`src/verilog/load_pkg.sv`:
```
// load operation encoding, data widths, issue-side request and load buffer entry types
package load_pkg;

  // ----------------------------------------------------------------------
  // widths
  // ----------------------------------------------------------------------

  // register and data path width
  localparam int unsigned xlen = 64;
  // byte offset bits within one xlen word
  localparam int unsigned xlen_align_bytes = 3;
  // scoreboard transaction id
  localparam int unsigned trans_id_bits = 3;
  // address width, virtual and physical are the same here
  localparam int unsigned vlen = 39;

  // ----------------------------------------------------------------------
  // load operations
  // ----------------------------------------------------------------------

  typedef enum logic [3:0] {
    LD,
    LW,
    LWU,
    LH,
    LHU,
    LB,
    LBU
  } ld_op_e;

  // request as presented by the issue queue
  typedef struct packed {
    logic [vlen-1:0]          vaddr;
    logic [7:0]               be;
    ld_op_e                   operation;
    logic [trans_id_bits-1:0] trans_id;
  } lsu_ctrl_t;

  // what must be remembered per outstanding load until its data returns
  typedef struct packed {
    logic [trans_id_bits-1:0]    trans_id;
    logic [xlen_align_bytes-1:0] address_offset;
    ld_op_e                      operation;
  } ldbuf_entry_t;

  // cache transfer size, log2 of the number of bytes
  function automatic logic [1:0] transfer_size(ld_op_e op);
    case (op)
      LW, LWU: return 2'b10;
      LH, LHU: return 2'b01;
      LB, LBU: return 2'b00;
      default: return 2'b11;
    endcase
  endfunction

endpackage

```
`src/verilog/dcache_pkg.sv`:
```
// data cache geometry constants and cache request and response structs
package dcache_pkg;

  // ----------------------------------------------------------------------
  // geometry
  // ----------------------------------------------------------------------

  // index covers the 4 KiB page offset
  localparam int unsigned index_width = 12;
  // remaining address bits above the index
  localparam int unsigned tag_width = 27;
  // request id, wide enough for every load buffer slot
  localparam int unsigned data_id_width = 4;

  // ----------------------------------------------------------------------
  // port structs
  // ----------------------------------------------------------------------

  // load unit to cache
  typedef struct packed {
    logic                         data_req;
    logic [index_width-1:0]       address_index;
    logic [tag_width-1:0]         address_tag;
    logic [load_pkg::xlen/8-1:0]  data_be;
    logic [1:0]                   data_size;
    logic [data_id_width-1:0]     data_id;
    logic                         kill_req;
    logic                         tag_valid;
  } dcache_req_t;

  // cache to load unit
  typedef struct packed {
    logic                      data_gnt;
    logic                      data_rvalid;
    logic [data_id_width-1:0]  data_rid;
    logic [load_pkg::xlen-1:0] data_rdata;
  } dcache_rsp_t;

endpackage

```
`src/verilog/load_buffer.sv`:
```
// load buffer: table of outstanding loads with free-slot search, flushed flags, lookup
module load_buffer #(
  parameter int unsigned nr_ldbuf_entries = 4
) (
  input  logic                                 clk_i,
  input  logic                                 rst_ni,
  input  logic                                 flush_i,
  // new outstanding load, written to windex_o
  input  logic                                 alloc_i,
  input  load_pkg::ldbuf_entry_t               entry_i,
  // cache response lookup
  input  logic                                 rvalid_i,
  input  logic [dcache_pkg::data_id_width-1:0] rid_i,
  output logic                                 full_o,
  output logic [$clog2(nr_ldbuf_entries)-1:0]  windex_o,
  output load_pkg::ldbuf_entry_t               entry_o,
  output logic                                 flushed_o
);

  localparam int unsigned id_bits = $clog2(nr_ldbuf_entries);

  logic [nr_ldbuf_entries-1:0] valid_q, valid_d;
  logic [nr_ldbuf_entries-1:0] flushed_q, flushed_d;
  load_pkg::ldbuf_entry_t [nr_ldbuf_entries-1:0] entries_q;
  logic [id_bits-1:0] rindex;

  // response id is the slot number
  assign rindex = rid_i[id_bits-1:0];

  assign full_o    = &valid_q;
  assign entry_o   = entries_q[rindex];
  assign flushed_o = flushed_q[rindex];

  // ----------------------------------------------------------------------
  // free slot search
  // ----------------------------------------------------------------------

  // walk from the top so the lowest free slot is the one left standing
  always_comb begin
    windex_o = '0;
    for (int i = nr_ldbuf_entries - 1; i >= 0; i--) begin
      if (!valid_q[i]) begin
        windex_o = id_bits'(i);
      end
    end
  end

  // ----------------------------------------------------------------------
  // valid and flushed bookkeeping
  // ----------------------------------------------------------------------

  always_comb begin
    valid_d   = valid_q;
    flushed_d = flushed_q;
    // response frees its slot, reusable next cycle
    if (rvalid_i) begin
      valid_d[rindex] = 1'b0;
    end
    if (alloc_i) begin
      valid_d[windex_o]   = 1'b1;
      flushed_d[windex_o] = 1'b0;
    end
    // flush last so a load accepted in the flush cycle is dropped too
    if (flush_i) begin
      flushed_d = '1;
    end
  end

  always_ff @(posedge clk_i or negedge rst_ni) begin
    if (!rst_ni) begin
      valid_q   <= '0;
      flushed_q <= '0;
    end else begin
      valid_q   <= valid_d;
      flushed_q <= flushed_d;
    end
  end

  // payload only, qualified by valid_q
  always_ff @(posedge clk_i) begin
    if (alloc_i) begin
      entries_q[windex_o] <= entry_i;
    end
  end

endmodule

```
`src/verilog/load_ctrl_fsm.sv`:
```
// load request FSM: page-offset stall, grant wait, tag send and flush kill
module load_ctrl_fsm #(
  parameter int unsigned nr_ldbuf_entries = 4
) (
  input  logic                                clk_i,
  input  logic                                rst_ni,
  input  logic                                flush_i,
  // issue side
  input  logic                                valid_i,
  input  load_pkg::lsu_ctrl_t                 lsu_ctrl_i,
  input  logic                                page_offset_matches_i,
  // load buffer state
  input  logic                                ldbuf_full_i,
  input  logic [$clog2(nr_ldbuf_entries)-1:0] ldbuf_windex_i,
  // cache side
  input  dcache_pkg::dcache_rsp_t             req_port_i,
  output logic                                alloc_o,
  output logic [$clog2(nr_ldbuf_entries)-1:0] last_id_o,
  output logic                                pop_ld_o,
  output dcache_pkg::dcache_req_t             req_port_o
);

  localparam int unsigned id_bits = $clog2(nr_ldbuf_entries);

  typedef enum logic [2:0] {
    IDLE,
    WAIT_PAGE_OFFSET,
    WAIT_GNT,
    SEND_TAG,
    WAIT_FLUSH
  } state_e;

  state_e state_q, state_d;
  logic [dcache_pkg::tag_width-1:0] tag_q;
  logic [id_bits-1:0] last_id_q;

  // ----------------------------------------------------------------------
  // next state and cache request
  // ----------------------------------------------------------------------

  always_comb begin
    state_d  = state_q;
    alloc_o  = 1'b0;
    pop_ld_o = 1'b0;
    // index and size come straight from the pending request
    req_port_o.data_req      = 1'b0;
    req_port_o.address_index = lsu_ctrl_i.vaddr[dcache_pkg::index_width-1:0];
    req_port_o.address_tag   = tag_q;
    req_port_o.data_be       = lsu_ctrl_i.be;
    req_port_o.data_size     = load_pkg::transfer_size(lsu_ctrl_i.operation);
    // request id is the slot the load will occupy
    req_port_o.data_id       = dcache_pkg::data_id_width'(ldbuf_windex_i);
    req_port_o.kill_req      = 1'b0;
    req_port_o.tag_valid     = 1'b0;

    case (state_q)
      // SEND_TAG finishes the previous load and may start the next one
      IDLE, SEND_TAG: begin
        req_port_o.tag_valid = (state_q == SEND_TAG);
        state_d = IDLE;
        // a full buffer holds the request off entirely
        if (valid_i && !ldbuf_full_i) begin
          if (page_offset_matches_i) begin
            // older store to the same offset, wait for it to drain
            state_d = WAIT_PAGE_OFFSET;
          end else begin
            req_port_o.data_req = 1'b1;
            if (req_port_i.data_gnt) begin
              alloc_o  = 1'b1;
              pop_ld_o = 1'b1;
              state_d  = SEND_TAG;
            end else begin
              state_d = WAIT_GNT;
            end
          end
        end
      end

      WAIT_PAGE_OFFSET: begin
        // request goes out the cycle after the hazard clears
        if (!page_offset_matches_i) begin
          state_d = WAIT_GNT;
        end
      end

      WAIT_GNT: begin
        // hold data_req until the cache takes it
        req_port_o.data_req = 1'b1;
        if (req_port_i.data_gnt) begin
          alloc_o  = 1'b1;
          pop_ld_o = 1'b1;
          state_d  = SEND_TAG;
        end
      end

      WAIT_FLUSH: begin
        // kill whatever the cache accepted last
        req_port_o.kill_req  = 1'b1;
        req_port_o.tag_valid = 1'b1;
        state_d = IDLE;
      end

      default: begin
        state_d = IDLE;
      end
    endcase

    // flush wins over any other transition
    if (flush_i) begin
      state_d = WAIT_FLUSH;
    end
  end

  // ----------------------------------------------------------------------
  // state, last slot and tag registers
  // ----------------------------------------------------------------------

  always_ff @(posedge clk_i or negedge rst_ni) begin
    if (!rst_ni) begin
      state_q   <= IDLE;
      last_id_q <= '0;
    end else begin
      state_q <= state_d;
      if (alloc_o) begin
        last_id_q <= ldbuf_windex_i;
      end
    end
  end

  // the issue queue advances at the grant, so keep the tag for the next cycle
  always_ff @(posedge clk_i) begin
    if (alloc_o) begin
      tag_q <= lsu_ctrl_i.vaddr[dcache_pkg::index_width +: dcache_pkg::tag_width];
    end
  end

  assign last_id_o = last_id_q;

endmodule

```
`src/verilog/load_align.sv`:
```
// load data realignment with sign or zero extension per load operation
module load_align (
  input  logic [load_pkg::xlen-1:0] rdata_i,
  input  load_pkg::ldbuf_entry_t    entry_i,
  output logic [load_pkg::xlen-1:0] result_o
);

  // top byte of a word and of a half, relative to the start offset
  localparam logic [load_pkg::xlen_align_bytes-1:0] word_top = 3;
  localparam logic [load_pkg::xlen_align_bytes-1:0] half_top = 1;

  logic [load_pkg::xlen-1:0] shifted_data;
  logic [load_pkg::xlen/8-1:0] byte_sign_bits;
  logic [load_pkg::xlen_align_bytes-1:0] sign_offset;
  logic is_signed;
  logic sign_bit;

  // move the addressed byte down to bit 0
  assign shifted_data = rdata_i >> {entry_i.address_offset, 3'b000};

  // msb of every byte, picked in parallel with the shifter
  for (genvar i = 0; i < load_pkg::xlen / 8; i++) begin : gen_sign_bits
    assign byte_sign_bits[i] = rdata_i[8*i+7];
  end

  assign is_signed = entry_i.operation inside {load_pkg::LW, load_pkg::LH, load_pkg::LB};

  always_comb begin
    case (entry_i.operation)
      load_pkg::LW:  sign_offset = entry_i.address_offset + word_top;
      load_pkg::LH:  sign_offset = entry_i.address_offset + half_top;
      default:       sign_offset = entry_i.address_offset;
    endcase
  end

  // unsigned variants pull the fill to zero
  assign sign_bit = is_signed & byte_sign_bits[sign_offset];

  // ----------------------------------------------------------------------
  // result mux
  // ----------------------------------------------------------------------

  always_comb begin
    case (entry_i.operation)
      load_pkg::LW, load_pkg::LWU: begin
        result_o = {{load_pkg::xlen-32{sign_bit}}, shifted_data[31:0]};
      end
      load_pkg::LH, load_pkg::LHU: begin
        result_o = {{load_pkg::xlen-16{sign_bit}}, shifted_data[15:0]};
      end
      load_pkg::LB, load_pkg::LBU: begin
        result_o = {{load_pkg::xlen-8{sign_bit}}, shifted_data[7:0]};
      end
      // LD is the full word as returned
      default: begin
        result_o = shifted_data;
      end
    endcase
  end

endmodule

```
`src/verilog/load_unit.sv`:
```
// load unit top level: load buffer, request FSM and data aligner on issue and cache ports
module load_unit #(
  parameter int unsigned nr_ldbuf_entries = 4
) (
  input  logic                                  clk_i,
  input  logic                                  rst_ni,
  input  logic                                  flush_i,
  // issue queue
  input  logic                                  valid_i,
  input  load_pkg::lsu_ctrl_t                   lsu_ctrl_i,
  output logic                                  pop_ld_o,
  // writeback
  output logic                                  valid_o,
  output logic [load_pkg::trans_id_bits-1:0]    trans_id_o,
  output logic [load_pkg::xlen-1:0]             result_o,
  // store side address check
  output logic [11:0]                           page_offset_o,
  input  logic                                  page_offset_matches_i,
  // data cache
  input  dcache_pkg::dcache_rsp_t               req_port_i,
  output dcache_pkg::dcache_req_t               req_port_o
);

  localparam int unsigned id_bits = $clog2(nr_ldbuf_entries);

  logic                   ldbuf_alloc;
  logic                   ldbuf_full;
  logic [id_bits-1:0]     ldbuf_windex;
  logic [id_bits-1:0]     last_id;
  load_pkg::ldbuf_entry_t ldbuf_wentry;
  load_pkg::ldbuf_entry_t ldbuf_rentry;
  logic                   ldbuf_rflushed;

  // low 12 bits are the same before and after translation
  assign page_offset_o = lsu_ctrl_i.vaddr[11:0];

  // only what is needed to format the result later
  assign ldbuf_wentry.trans_id       = lsu_ctrl_i.trans_id;
  assign ldbuf_wentry.address_offset = lsu_ctrl_i.vaddr[load_pkg::xlen_align_bytes-1:0];
  assign ldbuf_wentry.operation      = lsu_ctrl_i.operation;

  // ----------------------------------------------------------------------
  // submodules
  // ----------------------------------------------------------------------

  load_ctrl_fsm #(
    .nr_ldbuf_entries (nr_ldbuf_entries)
  ) ctrl_i (
    .clk_i                 (clk_i),
    .rst_ni                (rst_ni),
    .flush_i               (flush_i),
    .valid_i               (valid_i),
    .lsu_ctrl_i            (lsu_ctrl_i),
    .page_offset_matches_i (page_offset_matches_i),
    .ldbuf_full_i          (ldbuf_full),
    .ldbuf_windex_i        (ldbuf_windex),
    .req_port_i            (req_port_i),
    .alloc_o               (ldbuf_alloc),
    .last_id_o             (last_id),
    .pop_ld_o              (pop_ld_o),
    .req_port_o            (req_port_o)
  );

  load_buffer #(
    .nr_ldbuf_entries (nr_ldbuf_entries)
  ) ldbuf_i (
    .clk_i     (clk_i),
    .rst_ni    (rst_ni),
    .flush_i   (flush_i),
    .alloc_i   (ldbuf_alloc),
    .entry_i   (ldbuf_wentry),
    .rvalid_i  (req_port_i.data_rvalid),
    .rid_i     (req_port_i.data_rid),
    .full_o    (ldbuf_full),
    .windex_o  (ldbuf_windex),
    .entry_o   (ldbuf_rentry),
    .flushed_o (ldbuf_rflushed)
  );

  load_align align_i (
    .rdata_i  (req_port_i.data_rdata),
    .entry_i  (ldbuf_rentry),
    .result_o (result_o)
  );

  // ----------------------------------------------------------------------
  // writeback
  // ----------------------------------------------------------------------

  assign trans_id_o = ldbuf_rentry.trans_id;

  // drop flushed loads, and the last issued one while it is being killed
  always_comb begin
    valid_o = 1'b0;
    if (req_port_i.data_rvalid && !ldbuf_rflushed) begin
      if ((last_id != req_port_i.data_rid[id_bits-1:0]) || !req_port_o.kill_req) begin
        valid_o = 1'b1;
      end
    end
  end

endmodule

```
`config.mk`:
```
export PLATFORM = sky130hd
export DESIGN_NAME = load_unit
export DESIGN_NICKNAME = d
export VERILOG_FILES = /design/src/verilog/load_pkg.sv /design/src/verilog/dcache_pkg.sv /design/src/verilog/load_buffer.sv /design/src/verilog/load_ctrl_fsm.sv /design/src/verilog/load_align.sv /design/src/verilog/load_unit.sv
export SDC_FILE = /design/constraint.sdc
export NUM_CORES = 1
export LEC_CHECK = 0
export CORE_ASPECT_RATIO = 0.5
export CORE_MARGIN = 5
export CORE_UTILIZATION = 50
export CTS_CLUSTER_DIAMETER = 60
export DETAILED_ROUTE_END_ITERATION = 10
export DONT_BUFFER_PORTS = 1
export GPL_TIMING_DRIVEN = 0
export PLACE_DENSITY = 0.75
export SYNTH_ARGS = -nofsm -noshare
export SYNTH_HDL_FRONTEND = slang
export SYNTH_SLANG_ARGS = --single-unit
```
`constraint.sdc`:
```
create_clock -name clk_i -period 4.9 [get_ports clk_i]
set_input_delay 0.49 -clock clk_i [delete_from_list [all_inputs] [get_ports clk_i]]
set_output_delay 0.49 -clock clk_i [all_outputs]
set_load 0.01 [all_outputs]
```
==> results of run 1 <==
-- power breakdown --
group	switching, mW	internal, mW	total (mW)
Combinational	0.283	0.152	0.435
Sequential	0.0154	0.762	0.777
Clock	0.232	0.339	0.571
-- synth_stat cells, types with 2 or more instances --
| master | count |
|---|---|
| nand2_1 | 137 |
| mux2i_1 | 76 |
| edfxtp_1 | 67 |
| a21oi_1 | 45 |
| buf_4 | 34 |
| a211oi_1 | 25 |
| clkbuf_1 | 20 |
| nand3_1 | 19 |
| o2bb2ai_1 | 17 |
| dfrtp_1 | 13 |
| o21ai_0 | 13 |
| buf_2 | 12 |
| nor2_1 | 11 |
| nor2b_1 | 11 |
| inv_1 | 10 |
| mux4_2 | 9 |
| nor3_1 | 8 |
| o22ai_1 | 8 |
| mux2_2 | 7 |
| buf_6 | 5 |
| nand2b_1 | 5 |
| a21o_1 | 4 |
| buf_1 | 4 |
| xnor2_1 | 4 |
| a21oi_2 | 2 |
| nand3b_1 | 2 |
| nor3b_1 | 2 |
| nor4_1 | 2 |
| xor2_1 | 2 |
-- layout make-up --
cell class                      instances  area, sq um  area share, %
Buffer                                 73          458           7.48
Clock inverter                          6         35.0          0.572
Timing Repair Buffer                    1         10.0          0.163
Tap cell                              145          181           2.96
Clock buffer                           10          229           3.74
Sequential cell                        80         2340           38.2
Multi-Input combinational cell        429         2820           46.0
Inverter                               13         53.8          0.879
-- state kept, by name, summed over array words and instances, names as in the netlist --
signal and flops:
ldbuf_i.entries_q 40, ldbuf_i.valid_q 4, ctrl_i.state_q 3, ctrl_i.tag_q 27, ldbuf_i.flushed_q 4, ctrl_i.last_id_o 2
-- worst max path at each step --
stage | from | endpoint | slack, ns | cells past startpoint
4_1_cts | req_port_i[64] | result_o[17] | 0.02 | 14
3_3_place_gp | req_port_i[64] | result_o[17] | -0.14 | 14
2_1_floorplan | req_port_i[64] | result_o[15] | 0.70 | 14
6_report | req_port_i[64] | result_o[36] | 0.28 | 13
3_5_place_dp | req_port_i[64] | result_o[17] | -0.18 | 14
5_1_grt | ldbuf_i.entries_q[24] | result_o[45] | 0.08 | 13
-- logic make-up (layout without fill, tap and decap cells) --
group | after synthesis | after routing | share of synthesized area [%]
and+or+nand+nor | 202 | 202 | 15.4
AOI/OAI and AO/OA | 125 | 125 | 14.4
muxes | 92 | 92 | 18.4
buffers and inverters | 88 | 103 | 9.09
DFF | 80 | 80 | 41.2
xor gates and xnor gates | 6 | 6 | 0.927
adders and majority gates | 2 | 2 | 0.530
other | 1 | 2 | 0.0662
-- per-stage QoR --
step	setup slack (ns)	total power [mW]	TNS, ns
CTS	0.0176	1.79	0
global route	0.0763	1.87	0
finish	0.277	1.78	0
detailed placement	-0.185	1.22	-4.40
global placement	-0.143	1.21	-2.61
floorplan	0.704	1.12	0
-- timing repair --
| action | CTS | global route |
|---|---|---|
| hold endpoints to repair | 13 | 0 |
| resized for setup | 0 | 3 |
| gates cloned | 0 | 0 |
| hold buffers | 1 | 0 |
| setup endpoints to repair | 51 | 50 |
| pin swaps | 0 | 0 |
-- per-layer routing --
layer / part of all wire (%) / GRT usage, % / wire (microns) / up-vias
met3: 14 / 9.17 / 2450 / 66
met5: 0 / 0 / 0 / -
met2: 48 / 43.3 / 8500 / 392
met4: 4.1 / 12.6 / 726 / 0
met1: 35 / 28.6 / 6220 / 2239
li1: - / - / - / 2151
==> metrics.md, run 1 <==
| Metric | Value |
|---|---|
| Clock transition at the registers of the reported paths | `0.06 ns` |
| Iteration-0 DRC Markers | `589` |
| Final wirelength | `17.9 mm` |
| Worst EP arrival | `4.13 ns` |
| Ys flop type | `edfxtp_1` |
| First-pass GRT wire length | `27.3 mm` |
| Cell mode on critical path | `buf_2` |
| DRT Pass-1 Iters | `5` |
| WP buf/inv | `5` |
| Largest net degree at the start of global routing | `35` |
| Crit-path cells | `buf_2 -> mux4_2 -> buf_2 -> nor3b_2 -> nand2_1 -> fa_1 -> inv_1 -> o41ai_1 -> a2111oi_0 -> a31oi_1 -> buf_6 -> buf_2 -> nand2_1` |
| Vias in the first global route | `4797` |
| Final setup fails | `0` |
| Max-cap violations | `0` |
| # fillers | `1003` |
| Number of synthesized flops with an enable pin | `67` |
| Synth Cell Area | `5670 sq um` |
| Fin crit share | `94.4%` |
| Layout cells sized above 1 | `14.4%` |
| Final non-filler cell total | `757` |
| Register area share after synthesis | `41.2%` |
| Highest Clock Rate | `216 MHz` |
| Least-Margin Pin Slew | `1.10 ns` |
| Total track usage | `25.4%` |
| Max stage delay on crit path | `0.68 ns` |
| Synth warn | `0` |
| Worst R2R Path Depth | `8` |
| Seq cells post-synth | `80` |
| Origin of the worst min-delay path | `flush_i` |
| Status | `completed` |
| Final instance area | `6120 sq um` |
| Most frequent cells in the layout | `137 x nand2_1, 76 x mux2i_1, 67 x edfxtp_1, 45 x a21oi_1, 34 x buf_4` |
| Yosys cell types | `51` |
| Flop-to-flop setup slack | `1.84 ns` |
| Total CTS buffers | `9` |
| Startpoint Class | `input pin` |
| Htree depth | `3` |
| I/O pin count | `266` |
| Critical-path top delay cell | `fa_1` |
| Die X | `161 microns` |
| Routed WL per cell | `23.6 microns` |
| Maximum vdd drop | `0.000294 V` |
| Vias per cell | `6.40` |
| Max Root-Sink Buffers | `2` |
| Worst hold-check path type | `input pin to register` |
| Hold Worst Slack | `0.239 ns` |
| Remaining DRCs | `0` |
| Clk Latency, worst-skew pair | `0.32 ns` |
| Placed cell count | `742` |
| Starting density of the core | `51.3%` |
| Die ar. | `13700 sq um` |
| FF-to-FF End | `ldbuf_i.entries_q[0]` |
| Fin. max-slew vios | `0` |
| Final hold vios | `0` |
| Required @ worst endpoint | `4.41 ns` |
| Die Ht | `85.3 microns` |
| RSZ-0062 raised after global routing | `false` |
| Top post-synthesis cells by area | `edfxtp_1 35%, mux2i_1 13%, nand2_1 9.1%` |
| Area delta synth->final | `8.04%` |
| Layout Utilization | `55.4%` |
| CTS tree | `yes` |
| Final nets | `737` |
| Core ar. | `11000 sq um` |
| Congestion Overflow GR | `0` |
| Commonest non-fill, non-tap cell in the layout | `nand2_1` |
| Area leader, netlist | `edfxtp_1` |
| Skew final | `0.00546 ns` |
| Post-detail-place hpwl | `13.4 mm` |
| CP top delay family | `buffers and inverters` |
| FP Rows | `27` |
| FF-to-FF Start | `ldbuf_i.valid_q[1]` |
| GPL Wtd Cong | `0.973` |
| Hold EP | `ctrl_i.state_q[0]` |
| Share of the synthesized area in the top cell type | `35.5%` |
| Placed inst area | `5850 sq um` |
| Leak Pwr | `2.54 nW` |
| Max_slew headroom | `26.4%` |
| ANT nets after route | `0` |
| Port Buffers | `0` |
| Post-CTS Setup Bufs | `0` |
| CP endpoint kind | `primary output` |
| Clock period minus worst slack | `4.62 ns` |
| Vias | `4848` |
| Power Dens Cells | `291 nW/um^2` |
| Syn_area_per_cell | `9.51 sq um` |
| Root Driver | `clkbuf_16` |
| Critical path class | `input pin to primary output` |
| Worst-path fanout max | `10` |
| Ant. Diodes | `0` |
| Cells after Synth | `596` |
| # clock sinks | `80` |
| Async set-reset flop share out of synthesis | `16.3%` |
| Initial antenna violation count | `0` |
| Hold path cells | `1` |
Power figures use the tool's default switching activity.
==> run 2: changes to the inputs <==
--- a/config.mk
+++ b/config.mk
@@ -7,12 +7,13 @@
 export LEC_CHECK = 0
 export CORE_ASPECT_RATIO = 0.5
 export CORE_MARGIN = 5
-export CORE_UTILIZATION = 50
+export CORE_UTILIZATION = 60
 export CTS_CLUSTER_DIAMETER = 60
 export DETAILED_ROUTE_END_ITERATION = 10
 export DONT_BUFFER_PORTS = 1
 export GPL_TIMING_DRIVEN = 0
-export PLACE_DENSITY = 0.75
+export PLACE_DENSITY = 0.86
+export SETUP_SLACK_MARGIN = 0.02
 export SYNTH_ARGS = -nofsm -noshare
 export SYNTH_HDL_FRONTEND = slang
 export SYNTH_SLANG_ARGS = --single-unit
==> run 2 against run 1 <==
Total power increased by 5.8%. Critical path depth did not move. Final cell count fell by 3.0%. Via count is 3.2% higher. Worst hold slack worse by 0.013 ns. Die area is 15% lower. Wire length is 0.91% higher. Maximum frequency shrank 1.5%. Highest routed layer unchanged. Largest cell class unchanged. Register-to-register slack worse by 0.10 ns. Core utilization rose by 10 points. Design area is 0.33% higher. Non-clock buffer count is the same.
==> metrics.md, run 2 (synthesis gave the netlist of run 1 again) <==
| Metric | Value |
|---|---|
| Total power | `1.89 mW (+5.8%)` |
| Die Ht | `78.7 microns (-7.7%)` |
| Leak Pwr | `2.56 nW (+0.89%)` |
| # clock sinks | `80 (unchanged)` |
| CTS tree | `yes` |
| RSZ-0062 raised after global routing | `false` |
| Required @ worst endpoint | `4.41 ns (about the same)` |
| Port Buffers | `0 (unchanged)` |
| Max_slew headroom | `25.2% (-1.2 points)` |
| Die ar. | `11600 sq um (-15%)` |
| Die X | `147 microns (-8.2%)` |
| Routed WL per cell | `24.6 microns (+4.1%)` |
| Final hold vios | `0 (unchanged)` |
| GPL Wtd Cong | `0.980 (+0.80%)` |
| Vias | `5002 (+3.2%)` |
| Setup TNS | `0 ns (unchanged)` |
| Max-cap violations | `0 (unchanged)` |
| Layout cells sized above 1 | `14.5% (+0.16 points)` |
| ANT nets after route | `0 (unchanged)` |
| Skew final | `0.00328 ns (-0.00219 ns)` |
| Commonest non-fill, non-tap cell in the layout | `nand2_1` |
| Biggest register | `ldbuf_i.entries_q` |
| Worst-path fanout max | `19 (+9)` |
| I/O pin count | `266 (unchanged)` |
| Power Dens Cells | `307 nW/um^2 (+5.5%)` |
| Core ar. | `9320 sq um (-16%)` |
| Final instance area | `6140 sq um (+0.33%)` |
| Startpoint Class | `register` |
| Starting density of the core | `60.8% (+9.5 points)` |
| Vias in the first global route | `5042 (+5.1%)` |
| Clk Latency, worst-skew pair | `0.32 ns (about the same)` |
| Switching Share | `28.3% (-1.5 points)` |
| Total track usage | `30.2% (+4.8 points)` |
| Status | `completed` |
| Final setup fails | `0 (unchanged)` |
| Worst EP arrival | `4.20 ns (+0.07 ns)` |
| Final wirelength | `18.1 mm (+0.91%)` |
| Clock transition at the registers of the reported paths | `0.06 ns (about the same)` |
| Fin crit share | `95.8% (+1.5 points)` |
| Cell-internal power | `1.35 mW (+8.1%)` |
| Fin. max-slew vios | `0 (unchanged)` |
| Largest registers | `ldbuf_i.entries_q x40, ctrl_i.tag_q x27` |
| Clock period minus worst slack | `4.69 ns (+0.0716 ns)` |
| Initial antenna violation count | `1 (+1)` |
| Maximum vdd drop | `0.000247 V (-16%)` |
| Largest net degree at the start of global routing | `35 (unchanged)` |
| Total CTS buffers | `9 (unchanged)` |
| Post-route setup slack | `0.205 ns (-0.0716 ns)` |
| Final nets | `737 (unchanged)` |
| Placed inst area | `5820 sq um (-0.51%)` |
| DRT Pass-1 Iters | `5 (unchanged)` |
| Htree depth | `3 (unchanged)` |
| FP Rows | `25 (-7.4%)` |
| Max Root-Sink Buffers | `2 (unchanged)` |
| Worst hold-check path type | `input pin to register` |
| Combinational power share | `23.1% (-1.3 points)` |
| Most frequent cells in the layout | `137 x nand2_1, 76 x mux2i_1, 67 x edfxtp_1, 45 x a21oi_1, 34 x buf_4` |
| Iteration-0 DRC Markers | `596 (+1.2%)` |
| First-pass GRT wire length | `27.5 mm (+0.76%)` |
| CP endpoint kind | `primary output` |
| Register share of total power | `41.2% (-2.4 points)` |
| Critical path class | `register to primary output` |
| Least-Margin Pin Slew | `1.11 ns (+0.0172 ns)` |
| Area delta synth->final | `8.39%` |
| Post-detail-place hpwl | `13.2 mm (-1.8%)` |
| Vias per cell | `6.81 (+6.4%)` |
| Congestion Overflow GR | `0 (unchanged)` |
| Root Driver | `clkbuf_16` |
| Clock share of power | `35.7% (+3.7 points)` |
| NetSw | `0.534 mW (+0.54%)` |
| Remaining DRCs | `0 (unchanged)` |
| Setup WS pre-CTS | `-0.163 ns (+0.0219 ns)` |
| Highest Clock Rate | `213 MHz (-1.5%)` |
| Largest register FFs | `40 (unchanged)` |
==> run 2: changes by cell type in the layout (fill, tap and decap cells not counted), sizes merged <==
| cell | delta |
|---|---|
| clkbuf | -1 |
| bufinv | +2 |
| inv | -1 |
| diode | +1 |
==> run 2: routing by layer <==
| layer | GRT usage, % | wire (microns) | vias to the layer above |
|---|---|---|---|
| met1 | 34.1 | 6150 | 2292 |
| met5 | 0 | 0 | - |
| li1 | - | - | 2160 |
| met3 | 9.86 | 2510 | 95 |
| met2 | 50.7 | 8490 | 455 |
| met4 | 18.5 | 917 | 0 |
==> run 2: layout make-up <==
cell class | instances | area (sq um)
Fill cell | 745 | 3180
Multi-Input combinational cell | 429 | 2820
Sequential cell | 80 | 2340
Buffer | 73 | 458
Clock buffer | 9 | 225
Tap cell | 121 | 151
Clock inverter | 7 | 86.3
Inverter | 13 | 53.8
Timing Repair Buffer | 1 | 10.0
Antenna cell | 1 | 2.50
==> run 2: metrics by stage <==
| stage | utilization (%) | hold slack, ns | cells |
|---|---|---|---|
| global route | 65.9 | 0.220 | 734 |
| global placement | 62.5 | 0.195 | 718 |
| finish | 65.9 | 0.227 | 734 |
| detailed placement | 62.5 | 0.195 | 718 |
| CTS | 65.9 | 0.215 | 734 |
| floorplan | - | 0.194 | 597 |
==> run 2: worst paths after layout <==
path,slack (ns),to,cells past startpoint,start
max,0.21,result_o[60],13,ldbuf_i.entries_q[34]
min,0.23,ctrl_i.state_q[1],1,flush_i
max reg2reg,1.74,ldbuf_i.entries_q[35],8,ldbuf_i.valid_q[1]
min reg2reg,0.49,ldbuf_i.flushed_q[0],1,ldbuf_i.flushed_q[0]
max in group asynchronous,3.91,ldbuf_i.valid_q[1],1,rst_ni
min in group asynchronous,0.61,ctrl_i.state_q[2],1,rst_ni
==> run 2: power groups by stage <==
| stage | Clock (mW) | Sequential, mW | Combinational, mW |
|---|---|---|---|
| CTS | 0.687 | 0.778 | 0.426 |
| global placement | 0 | 0.790 | 0.415 |
| finish | 0.673 | 0.778 | 0.436 |
| detailed placement | 0 | 0.791 | 0.422 |
| global route | 0.722 | 0.780 | 0.463 |
| floorplan | 0 | 0.787 | 0.336 |
==> run 2: what timing repair did <==
action / 4_1_cts / 5_1_grt
setup buffers: 0 / 0
resized for setup: 0 / 3
endpoints found under the setup margin: 51 / 55
hold buffers: 1 / 0
hold endpoints to repair: 13 / 0
pin swaps: 0 / 0
==> run 2: worst max-delay path, cell delays in order (launching register included) <==
cell and delay (ns):
edfxtp_1 0.38, mux2i_1 0.36, mux2_2 0.30, inv_2 0.06
buf_2 0.23, clkbuf_4 0.34, fa_1 0.67, inv_1 0.11
o41ai_1 0.32, a2111oi_0 0.10, a31oi_1 0.30, buf_6 0.21
buf_2 0.31, nand2_1 0.17
